**config.mk**
```make
export PLATFORM = sky130hd
export DESIGN_NAME = l2e_tile
export DESIGN_NICKNAME = d
export VERILOG_FILES = /design/src/hdl/tile_pkg.sv /design/src/hdl/msg_slot.sv /design/src/hdl/mem_cmd_dispatch.sv /design/src/hdl/cfg_regs.sv /design/src/hdl/backing_store.sv /design/src/hdl/resp_arbiter.sv /design/src/hdl/l2e_tile.sv
export SDC_FILE = /design/constraint.sdc
export NUM_CORES = 2
export LEC_CHECK = 0
export BUFFER_PORTS_ARGS = -buffer_cell sky130_fd_sc_hd__buf_4
export CAP_MARGIN = 20
export CORE_MARGIN = 5
export CORE_UTILIZATION = 30
export CTS_CLUSTER_SIZE = 30
export DETAILED_ROUTE_END_ITERATION = 8
export GPL_ROUTABILITY_DRIVEN = 0
export PLACE_DENSITY = 0.55
export SLEW_MARGIN = 5
export SYNTH_ARGS = -nofsm -noshare
export SYNTH_HDL_FRONTEND = slang
export SYNTH_HIERARCHICAL = 1
export SYNTH_SLANG_ARGS = --single-unit
```
**constraint.sdc**
```tcl
create_clock -name clk_i -period 6.9 [get_ports clk_i]
set_clock_uncertainty 0.1 [all_clocks]
set_input_delay 1.38 -clock clk_i [delete_from_list [all_inputs] [get_ports clk_i]]
set_output_delay 1.38 -clock clk_i [all_outputs]
set_load 0.1 [all_outputs]
```
**src/hdl/tile_pkg.sv**
```systemverilog
package tile_pkg;

  // Data path widths.
  localparam int addr_width_gp      = 16;
  localparam int word_width_gp      = 32;
  localparam int block_width_gp     = 128;
  localparam int words_per_block_gp = block_width_gp / word_width_gp;
  localparam int tag_width_gp       = 4;

  // Address map. Everything below dram_base_gp is local.
  localparam logic [addr_width_gp-1:0] dram_base_gp = 16'h8000;

  localparam int dev_lsb_gp   = 12;
  localparam int dev_width_gp = 3;

  localparam logic [dev_width_gp-1:0] cfg_dev_gp   = 3'd1;
  localparam logic [dev_width_gp-1:0] store_dev_gp = 3'd2;

  typedef enum logic {
    e_read  = 1'b0,
    e_write = 1'b1
  } msg_type_e;

  // 1 + 16 + 4 = 21 bits.
  typedef struct packed {
    msg_type_e                 msg_type;
    logic [addr_width_gp-1:0]  addr;
    logic [tag_width_gp-1:0]   tag;
  } mem_header_t;

  // Device side message, 53 bits.
  typedef struct packed {
    mem_header_t               header;
    logic [word_width_gp-1:0]  data;
  } word_msg_t;

  // Port side message, 149 bits.
  typedef struct packed {
    mem_header_t               header;
    logic [block_width_gp-1:0] data;
  } block_msg_t;

  // Command destination picked by the decoder.
  typedef enum logic [1:0] {
    e_store    = 2'd0,
    e_cfg      = 2'd1,
    e_loopback = 2'd2
  } target_e;

endpackage

```
**src/hdl/msg_slot.sv**
```systemverilog
`timescale 1ns/1ns

module msg_slot #(
  parameter type payload_t = logic
) (
  input  logic     clk_i,
  input  logic     reset_i,

  input  payload_t data_i,
  input  logic     v_i,
  output logic     ready_o,

  output payload_t data_o,
  output logic     v_o,
  input  logic     yumi_i
);

  payload_t data_r;
  logic     v_r;
  logic     load_li;

  // Free when empty, or when the held message leaves this cycle.
  assign ready_o = ~v_r | yumi_i;
  assign load_li = v_i & ready_o;

  always_ff @(posedge clk_i) begin
    if (reset_i) begin
      v_r <= 1'b0;
    end else if (load_li) begin
      v_r <= 1'b1;
    end else if (yumi_i) begin
      v_r <= 1'b0;
    end
  end

  always_ff @(posedge clk_i) begin
    if (load_li) data_r <= data_i;
  end

  assign data_o = data_r;
  assign v_o    = v_r;

  yumi_needs_valid: assert property (@(posedge clk_i) disable iff (reset_i) yumi_i |-> v_o);

endmodule

```
**src/hdl/mem_cmd_dispatch.sv**
```systemverilog
`timescale 1ns/1ns

module mem_cmd_dispatch (
  input  logic                   clk_i,
  input  logic                   reset_i,

  input  tile_pkg::block_msg_t   mem_cmd_i,
  input  logic                   mem_cmd_v_i,
  output logic                   mem_cmd_ready_o,

  output tile_pkg::word_msg_t    dev_cmd_o,
  output logic                   cfg_v_o,
  input  logic                   cfg_ready_i,
  output logic                   store_v_o,
  input  logic                   store_ready_i,

  output tile_pkg::word_msg_t    lb_resp_o,
  output logic                   lb_v_o,
  input  logic                   lb_yumi_i
);

  logic                              local_li;
  logic [tile_pkg::dev_width_gp-1:0] dev_li;
  tile_pkg::target_e                 target_li;
  logic                              accept_li;
  logic                              lb_v_li;
  logic                              lb_ready_lo;
  tile_pkg::word_msg_t               lb_data_li;

  assign local_li = (mem_cmd_i.header.addr < tile_pkg::dram_base_gp);
  assign dev_li   = mem_cmd_i.header.addr[tile_pkg::dev_lsb_gp+:tile_pkg::dev_width_gp];

  always_comb begin
    if (!local_li || (dev_li == tile_pkg::store_dev_gp)) target_li = tile_pkg::e_store;
    else if (dev_li == tile_pkg::cfg_dev_gp)             target_li = tile_pkg::e_cfg;
    else                                                 target_li = tile_pkg::e_loopback;
  end

  // Only take a command when every device could, so no device loads a duplicate.
  assign mem_cmd_ready_o = cfg_ready_i & store_ready_i & lb_ready_lo;
  assign accept_li       = mem_cmd_v_i & mem_cmd_ready_o;

  assign cfg_v_o   = accept_li & (target_li == tile_pkg::e_cfg);
  assign store_v_o = accept_li & (target_li == tile_pkg::e_store);
  assign lb_v_li   = accept_li & (target_li == tile_pkg::e_loopback);

  assign dev_cmd_o  = '{header: mem_cmd_i.header,
                        data: mem_cmd_i.data[0+:tile_pkg::word_width_gp]};
  assign lb_data_li = '{header: mem_cmd_i.header, data: '0}; // Unclaimed address reads as zero.

  msg_slot #(.payload_t(tile_pkg::word_msg_t)) lb_slot (
    .clk_i  (clk_i),
    .reset_i(reset_i),
    .data_i (lb_data_li),
    .v_i    (lb_v_li),
    .ready_o(lb_ready_lo),
    .data_o (lb_resp_o),
    .v_o    (lb_v_o),
    .yumi_i (lb_yumi_i)
  );

endmodule

```
**src/hdl/cfg_regs.sv**
```systemverilog
`timescale 1ns/1ns

module cfg_regs #(
  parameter int num_regs_p = 4
) (
  input  logic                               clk_i,
  input  logic                               reset_i,

  input  tile_pkg::word_msg_t                cmd_i,
  input  logic                               v_i,
  output logic                               ready_o,

  input  logic [tile_pkg::word_width_gp-1:0] did_i,

  output tile_pkg::word_msg_t                resp_o,
  output logic                               resp_v_o,
  input  logic                               resp_yumi_i
);

  localparam int idx_width_lp = (num_regs_p > 1) ? $clog2(num_regs_p) : 1;

  logic [tile_pkg::word_width_gp-1:0] regs_r [1:num_regs_p-1];
  logic [idx_width_lp-1:0]            idx_li;
  logic [tile_pkg::word_width_gp-1:0] rdata_li;
  logic                               load_li;
  logic                               is_write_li;
  tile_pkg::word_msg_t                resp_li;

  // Word index within the block.
  assign idx_li      = idx_width_lp'((cmd_i.header.addr >> 2) % num_regs_p);
  assign is_write_li = (cmd_i.header.msg_type == tile_pkg::e_write);
  assign load_li     = v_i & ready_o;

  always_ff @(posedge clk_i) begin
    if (reset_i) begin
      for (int i = 1; i < num_regs_p; i++) begin
        regs_r[i] <= '0;
      end
    end else if (load_li && is_write_li && (idx_li != '0)) begin
      regs_r[idx_li] <= cmd_i.data;
    end
  end

  // Register 0 is the device id, read only.
  always_comb begin
    if (idx_li == '0) rdata_li = did_i;
    else              rdata_li = regs_r[idx_li];
  end

  assign resp_li = '{header: cmd_i.header,
                     data: is_write_li ? '0 : rdata_li};

  msg_slot #(.payload_t(tile_pkg::word_msg_t)) resp_slot (
    .clk_i  (clk_i),
    .reset_i(reset_i),
    .data_i (resp_li),
    .v_i    (v_i),
    .ready_o(ready_o),
    .data_o (resp_o),
    .v_o    (resp_v_o),
    .yumi_i (resp_yumi_i)
  );

endmodule

```
**src/hdl/backing_store.sv**
```systemverilog
`timescale 1ns/1ns

module backing_store #(
  parameter int depth_p = 64
) (
  input  logic                clk_i,
  input  logic                reset_i,

  input  tile_pkg::word_msg_t cmd_i,
  input  logic                v_i,
  output logic                ready_o,

  output tile_pkg::word_msg_t resp_o,
  output logic                resp_v_o,
  input  logic                resp_yumi_i
);

  localparam int idx_width_lp = (depth_p > 1) ? $clog2(depth_p) : 1;

  logic [tile_pkg::word_width_gp-1:0] mem_r [depth_p];
  logic [idx_width_lp-1:0]            idx_li;
  logic                               is_write_li;
  logic                               load_li;
  tile_pkg::word_msg_t                resp_li;

  // Byte address to word index, wrapping over the store.
  assign idx_li      = idx_width_lp'((cmd_i.header.addr >> 2) % depth_p);
  assign is_write_li = (cmd_i.header.msg_type == tile_pkg::e_write);
  assign load_li     = v_i & ready_o;

  always_ff @(posedge clk_i) begin
    if (load_li && is_write_li) begin
      mem_r[idx_li] <= cmd_i.data;
    end
  end

  // Writes are acknowledged with zero data.
  assign resp_li = '{header: cmd_i.header,
                     data: is_write_li ? '0 : mem_r[idx_li]};

  msg_slot #(.payload_t(tile_pkg::word_msg_t)) resp_slot (
    .clk_i  (clk_i),
    .reset_i(reset_i),
    .data_i (resp_li),
    .v_i    (v_i),
    .ready_o(ready_o),
    .data_o (resp_o),
    .v_o    (resp_v_o),
    .yumi_i (resp_yumi_i)
  );

endmodule

```
**src/hdl/resp_arbiter.sv**
```systemverilog
`timescale 1ns/1ns

module resp_arbiter (
  input  logic                 clk_i,
  input  logic                 reset_i,

  input  tile_pkg::word_msg_t  store_resp_i,
  input  logic                 store_v_i,
  output logic                 store_yumi_o,

  input  tile_pkg::word_msg_t  cfg_resp_i,
  input  logic                 cfg_v_i,
  output logic                 cfg_yumi_o,

  input  tile_pkg::word_msg_t  lb_resp_i,
  input  logic                 lb_v_i,
  output logic                 lb_yumi_o,

  output tile_pkg::block_msg_t mem_resp_o,
  output logic                 mem_resp_v_o,
  input  logic                 mem_resp_yumi_i
);

  logic                 store_grant_li;
  logic                 cfg_grant_li;
  logic                 lb_grant_li;
  tile_pkg::word_msg_t  sel_li;
  tile_pkg::block_msg_t block_li;
  logic                 slot_v_li;
  logic                 slot_ready_lo;
  logic                 take_li;
  logic [2:0]           pending_li;

  // Store wins, then cfg, then loopback.
  assign store_grant_li = store_v_i;
  assign cfg_grant_li   = cfg_v_i & ~store_v_i;
  assign lb_grant_li    = lb_v_i & ~store_v_i & ~cfg_v_i;

  always_comb begin
    if (store_grant_li)    sel_li = store_resp_i;
    else if (cfg_grant_li) sel_li = cfg_resp_i;
    else                   sel_li = lb_resp_i;
  end

  assign block_li = '{header: sel_li.header,
                      data: {tile_pkg::words_per_block_gp{sel_li.data}}};

  // Load only into an empty slot, never alongside its own yumi.
  assign slot_v_li = (store_v_i | cfg_v_i | lb_v_i) & ~mem_resp_v_o;
  assign take_li   = slot_v_li & slot_ready_lo;

  assign store_yumi_o = take_li & store_grant_li;
  assign cfg_yumi_o   = take_li & cfg_grant_li;
  assign lb_yumi_o    = take_li & lb_grant_li;

  // Offered but not taken this cycle.
  assign pending_li = {store_v_i, cfg_v_i, lb_v_i} & ~{store_yumi_o, cfg_yumi_o, lb_yumi_o};

  msg_slot #(.payload_t(tile_pkg::block_msg_t)) out_slot (
    .clk_i  (clk_i),
    .reset_i(reset_i),
    .data_i (block_li),
    .v_i    (slot_v_li),
    .ready_o(slot_ready_lo),
    .data_o (mem_resp_o),
    .v_o    (mem_resp_v_o),
    .yumi_i (mem_resp_yumi_i)
  );

  // A device keeps offering its response until it is taken.
  resp_held: assert property (@(posedge clk_i) disable iff (reset_i)
    ($past(pending_li) & ~{store_v_i, cfg_v_i, lb_v_i}) == '0);

endmodule

```
**src/hdl/l2e_tile.sv**
```systemverilog
`timescale 1ns/1ns

module l2e_tile #(
  parameter int store_depth_p = 64,
  parameter int cfg_regs_p    = 4
) (
  input  logic                               clk_i,
  input  logic                               reset_i,

  input  logic [tile_pkg::word_width_gp-1:0] did_i,

  input  tile_pkg::block_msg_t               mem_cmd_i,
  input  logic                               mem_cmd_v_i,
  output logic                               mem_cmd_ready_o,

  output tile_pkg::block_msg_t               mem_resp_o,
  output logic                               mem_resp_v_o,
  input  logic                               mem_resp_yumi_i
);

  // Decode to execute.
  tile_pkg::word_msg_t dev_cmd_lo;
  logic                cfg_v_lo, cfg_ready_lo;
  logic                store_v_lo, store_ready_lo;

  // Execute to result.
  tile_pkg::word_msg_t cfg_resp_lo, store_resp_lo, lb_resp_lo;
  logic                cfg_resp_v_lo, store_resp_v_lo, lb_v_lo;
  logic                cfg_yumi_li, store_yumi_li, lb_yumi_li;

  mem_cmd_dispatch dispatch (
    .clk_i          (clk_i),
    .reset_i        (reset_i),
    .mem_cmd_i      (mem_cmd_i),
    .mem_cmd_v_i    (mem_cmd_v_i),
    .mem_cmd_ready_o(mem_cmd_ready_o),
    .dev_cmd_o      (dev_cmd_lo),
    .cfg_v_o        (cfg_v_lo),
    .cfg_ready_i    (cfg_ready_lo),
    .store_v_o      (store_v_lo),
    .store_ready_i  (store_ready_lo),
    .lb_resp_o      (lb_resp_lo),
    .lb_v_o         (lb_v_lo),
    .lb_yumi_i      (lb_yumi_li)
  );

  cfg_regs #(.num_regs_p(cfg_regs_p)) cfg (
    .clk_i      (clk_i),
    .reset_i    (reset_i),
    .cmd_i      (dev_cmd_lo),
    .v_i        (cfg_v_lo),
    .ready_o    (cfg_ready_lo),
    .did_i      (did_i),
    .resp_o     (cfg_resp_lo),
    .resp_v_o   (cfg_resp_v_lo),
    .resp_yumi_i(cfg_yumi_li)
  );

  backing_store #(.depth_p(store_depth_p)) store (
    .clk_i      (clk_i),
    .reset_i    (reset_i),
    .cmd_i      (dev_cmd_lo),
    .v_i        (store_v_lo),
    .ready_o    (store_ready_lo),
    .resp_o     (store_resp_lo),
    .resp_v_o   (store_resp_v_lo),
    .resp_yumi_i(store_yumi_li)
  );

  resp_arbiter arb (
    .clk_i          (clk_i),
    .reset_i        (reset_i),
    .store_resp_i   (store_resp_lo),
    .store_v_i      (store_resp_v_lo),
    .store_yumi_o   (store_yumi_li),
    .cfg_resp_i     (cfg_resp_lo),
    .cfg_v_i        (cfg_resp_v_lo),
    .cfg_yumi_o     (cfg_yumi_li),
    .lb_resp_i      (lb_resp_lo),
    .lb_v_i         (lb_v_lo),
    .lb_yumi_o      (lb_yumi_li),
    .mem_resp_o     (mem_resp_o),
    .mem_resp_v_o   (mem_resp_v_o),
    .mem_resp_yumi_i(mem_resp_yumi_i)
  );

endmodule

```
==> flow_summary.yaml <==
sta:
  fmax_mhz: 210
  fin_crit_sh_pct: 68.9
  finalWorstSetupSlack_ns: 2.14
  fin_crit_ns: 4.76
  max-slew-margin-rel_pct: 20.5
  hold_violations: 0
  tightestPinTransition_ns: 1.19
  rsz0062_at_grt: "no"
  finalSetupViolations: 0
  maxSlewViolCount: 0
  tns_ns: 0
yosys:
  synthCells: 5263
  ys_seq_area_share_pct: 78.5
  ys.flop_type: "edfxtp_1"
  asyncSetResetFlopFracSynth_pct: 0
  synth-seq-cells: 2456
  netlist_area_um2: 93900
  yosysUniqueCellTypes: 76
  postSynthAreaPerCell_um2: 17.8
  yosys_warnings: 6
  synth_edf_count: 2452
clock_tree:
  worstSkewPairLatency_ns: 0.91
  cts_root_buf: "clkbuf_16"
  post_cts_resized: 0
  cts_made_buffers: 276
  clockBufferDepth: 4
  htreeDepth: 5
  cts_setup_buffers: 0
  cts_tree: "built"
  clock_sinks: 2456
  path_clk_slew_ns: 0.05
  cts-hold-fix-buffers: 0
worst_setup_path:
  crit_family: "simple AND/OR/NAND/NOR gates"
  crit_type: "input port to flop"
  slowest_delay_ns: 1.00
  cp_slowest_cell: "nor2_4"
  critPathBufInv: 2
  worstPathCellList: "buf_4, nand2b_4, and4bb_1, nand2b_4, nand4_1, a21oi_1, and3_1, nor2b_1, nand2_1, nor2_4, buf_4"
  cp-end-kind: "flop"
  start_kind: "input port"
  worstPathRequired_ns: 7.40
  path_max_fanout: 22
  crit_arrival_ns: 5.25
routing:
  num_vias: 52400
  drc: 0
  vias_per_cell: 5.27
  first_pass_iters: 7
  drtIter0Drc: 5640
  antenna_left: 0
  wirelength_mm: 272
  wire_per_inst_um: 27.4
layout:
  final_common_cell: "edfxtp_1"
  final_cell_mix: "edfxtp_1, buf_4, mux2i_1"
  postLayoutCoreUtil_pct: 35.2
  drive_gt1_share_pct: 18.3
  fillers: 29200
  final_cells: 9946
  syn_to_final_growth_pct: 16.7
  final_nets: 5788
power_and_ir_drop:
  p_leak_nw: 34.5
  cellPowerDensity_nw_per_um2: 302
  total_power_mw: 33.2
  ir_drop_mv: 0.280
place:
  dp_cells: 9464
  dpl.hpwl_mm: 161
  port_buffers: 239
  pre_cts_slack_ns: 1.24
floorplan:
  core_area_um2: 312000
  boundaryPins: 336
  die_width_um: 570
  placementRows: 205
  die_h_um: 570
  die-area_um2: 324000
  initial_core_util_pct: 30.1
grt:
  grt_overflow: 0
  track_usage_pct: 16.2
  grt_pass1_wl_mm: 384
  grt_pass1_vias: 50800
  grt_antenna_before_repair: 32
  grt_max_degree: 120
worst_hold_path:
  holdCritPathClass: "flop to flop"
run_status:
  outcome: "completed"
job:
  drv_cap: 0
worst register-to-register path, stage by stage, from the launching register on:
cell and delay, ns:
dfxtp_4 0.62, and4bb_1 0.26, nand2b_4 0.15, nand4_1 0.16, a21oi_1 0.28, and3_1 0.55
nor2b_1 0.33, nand2_1 0.60, nor2_4 1.01, buf_4 0.37
registers in the layout, summed over array words and instances (netlist names):
signal                   flops
dispatch/lb_slot/v_o         1
cfg/regs_r                  96
store/resp_slot/data_o      53
cfg/resp_slot/v_o            1
dispatch/lb_slot/data_o     53
store/resp_slot/v_o          1
store/mem_r               2048
arb/out_slot/v_o             1
cfg/resp_slot/data_o        53
arb/out_slot/data_o        149
Yosys cell counts (15+ instances only):
cell type / n / area share [%]
o22ai_1: 150 / 1.0
mux4_2: 17 / 0.41
inv_1: 40 / 0.16
a2bb2oi_1: 28 / 0.26
a221oi_1: 236 / 2.2
nor3_1: 100 / 0.53
edfxtp_1: 2452 / 78
a31oi_1: 82 / 0.55
mux2i_1: 365 / 3.9
clkbuf_1: 117 / 0.47
a21oi_1: 167 / 0.89
buf_1: 15 / 0.060
nand2_1: 146 / 0.58
or3_1: 27 / 0.18
nor2_1: 125 / 0.50
o21ai_1: 57 / 0.30
a211oi_1: 22 / 0.18
o221ai_1: 21 / 0.20
o22a_1: 40 / 0.37
mux2_2: 92 / 1.1
a222oi_1: 29 / 0.31
o21ai_0: 63 / 0.34
buf_6: 28 / 0.34
buf_4: 84 / 0.67
buf_2: 188 / 1.0
mux2_1: 21 / 0.25
a211o_1: 16 / 0.15
a22o_1: 76 / 0.71
a22oi_1: 270 / 2.2
logic make-up (layout without fill, tap and decap cells):
family	Yosys count	after routing	synth area share (%)
and+or+nand+nor	483	483	2.52
xor gates and xnor gates	1	1	0.00933
AOI/OAI and AO/OA	1351	1351	10.6
DFF	2456	2456	78.5
buffers and inverters	476	976	2.75
muxes	495	495	5.65
other	1	44	0.00399
stage by stage:
stage	hold slack [ns]	instance area, um^2
after detailed placement	0.421	101000
after global placement	0.408	101000
after global routing	0.453	110000
final	0.426	110000
after CTS	0.431	110000
after floorplan	0.390	94100
layer usage:
| metal | wire length (um) | GRT usage [%] |
|---|---|---|
| met4 | 8150 | 4.95 |
| met2 | 126000 | 25.7 |
| met3 | 24800 | 3.53 |
| met1 | 113000 | 22.3 |
| met5 | 103 | 0 |
power breakdown:
group / total (mW) / leakage (nW) / switching [mW] / internal [mW]
combinational: 2.67 / 8.19 / 2.07 / 0.597
clock: 13.7 / 4.04 / 5.63 / 8.12
sequential: 16.7 / 22.3 / 0.0668 / 16.7
area by class of cell:
type | instances | area (um^2) | share of cell area (%)
antenna | 12 | 30.0 | 0.0274
clock buffer | 352 | 7380 | 6.73
clock inverter | 117 | 960 | 0.875
inverter | 41 | 156 | 0.143
multi-input combinational | 2362 | 18400 | 16.8
sequential | 2456 | 73700 | 67.2
tap | 4140 | 5180 | 4.72
timing repair buffer | 466 | 3770 | 3.44
final timing paths:
kind	depth (start not counted)	slack, ns	end	start
setup / recovery	11	2.14	store/mem_r[51][5]	mem_resp_yumi_i
setup reg to reg	9	2.16	store/mem_r[51][5]	cfg/resp_slot/v_o
hold reg to reg	2	0.43	dispatch/lb_slot/v_o	dispatch/lb_slot/v_o
hold / removal	2	0.43	dispatch/lb_slot/v_o	dispatch/lb_slot/v_o
(Power assumes the default switching activity.)
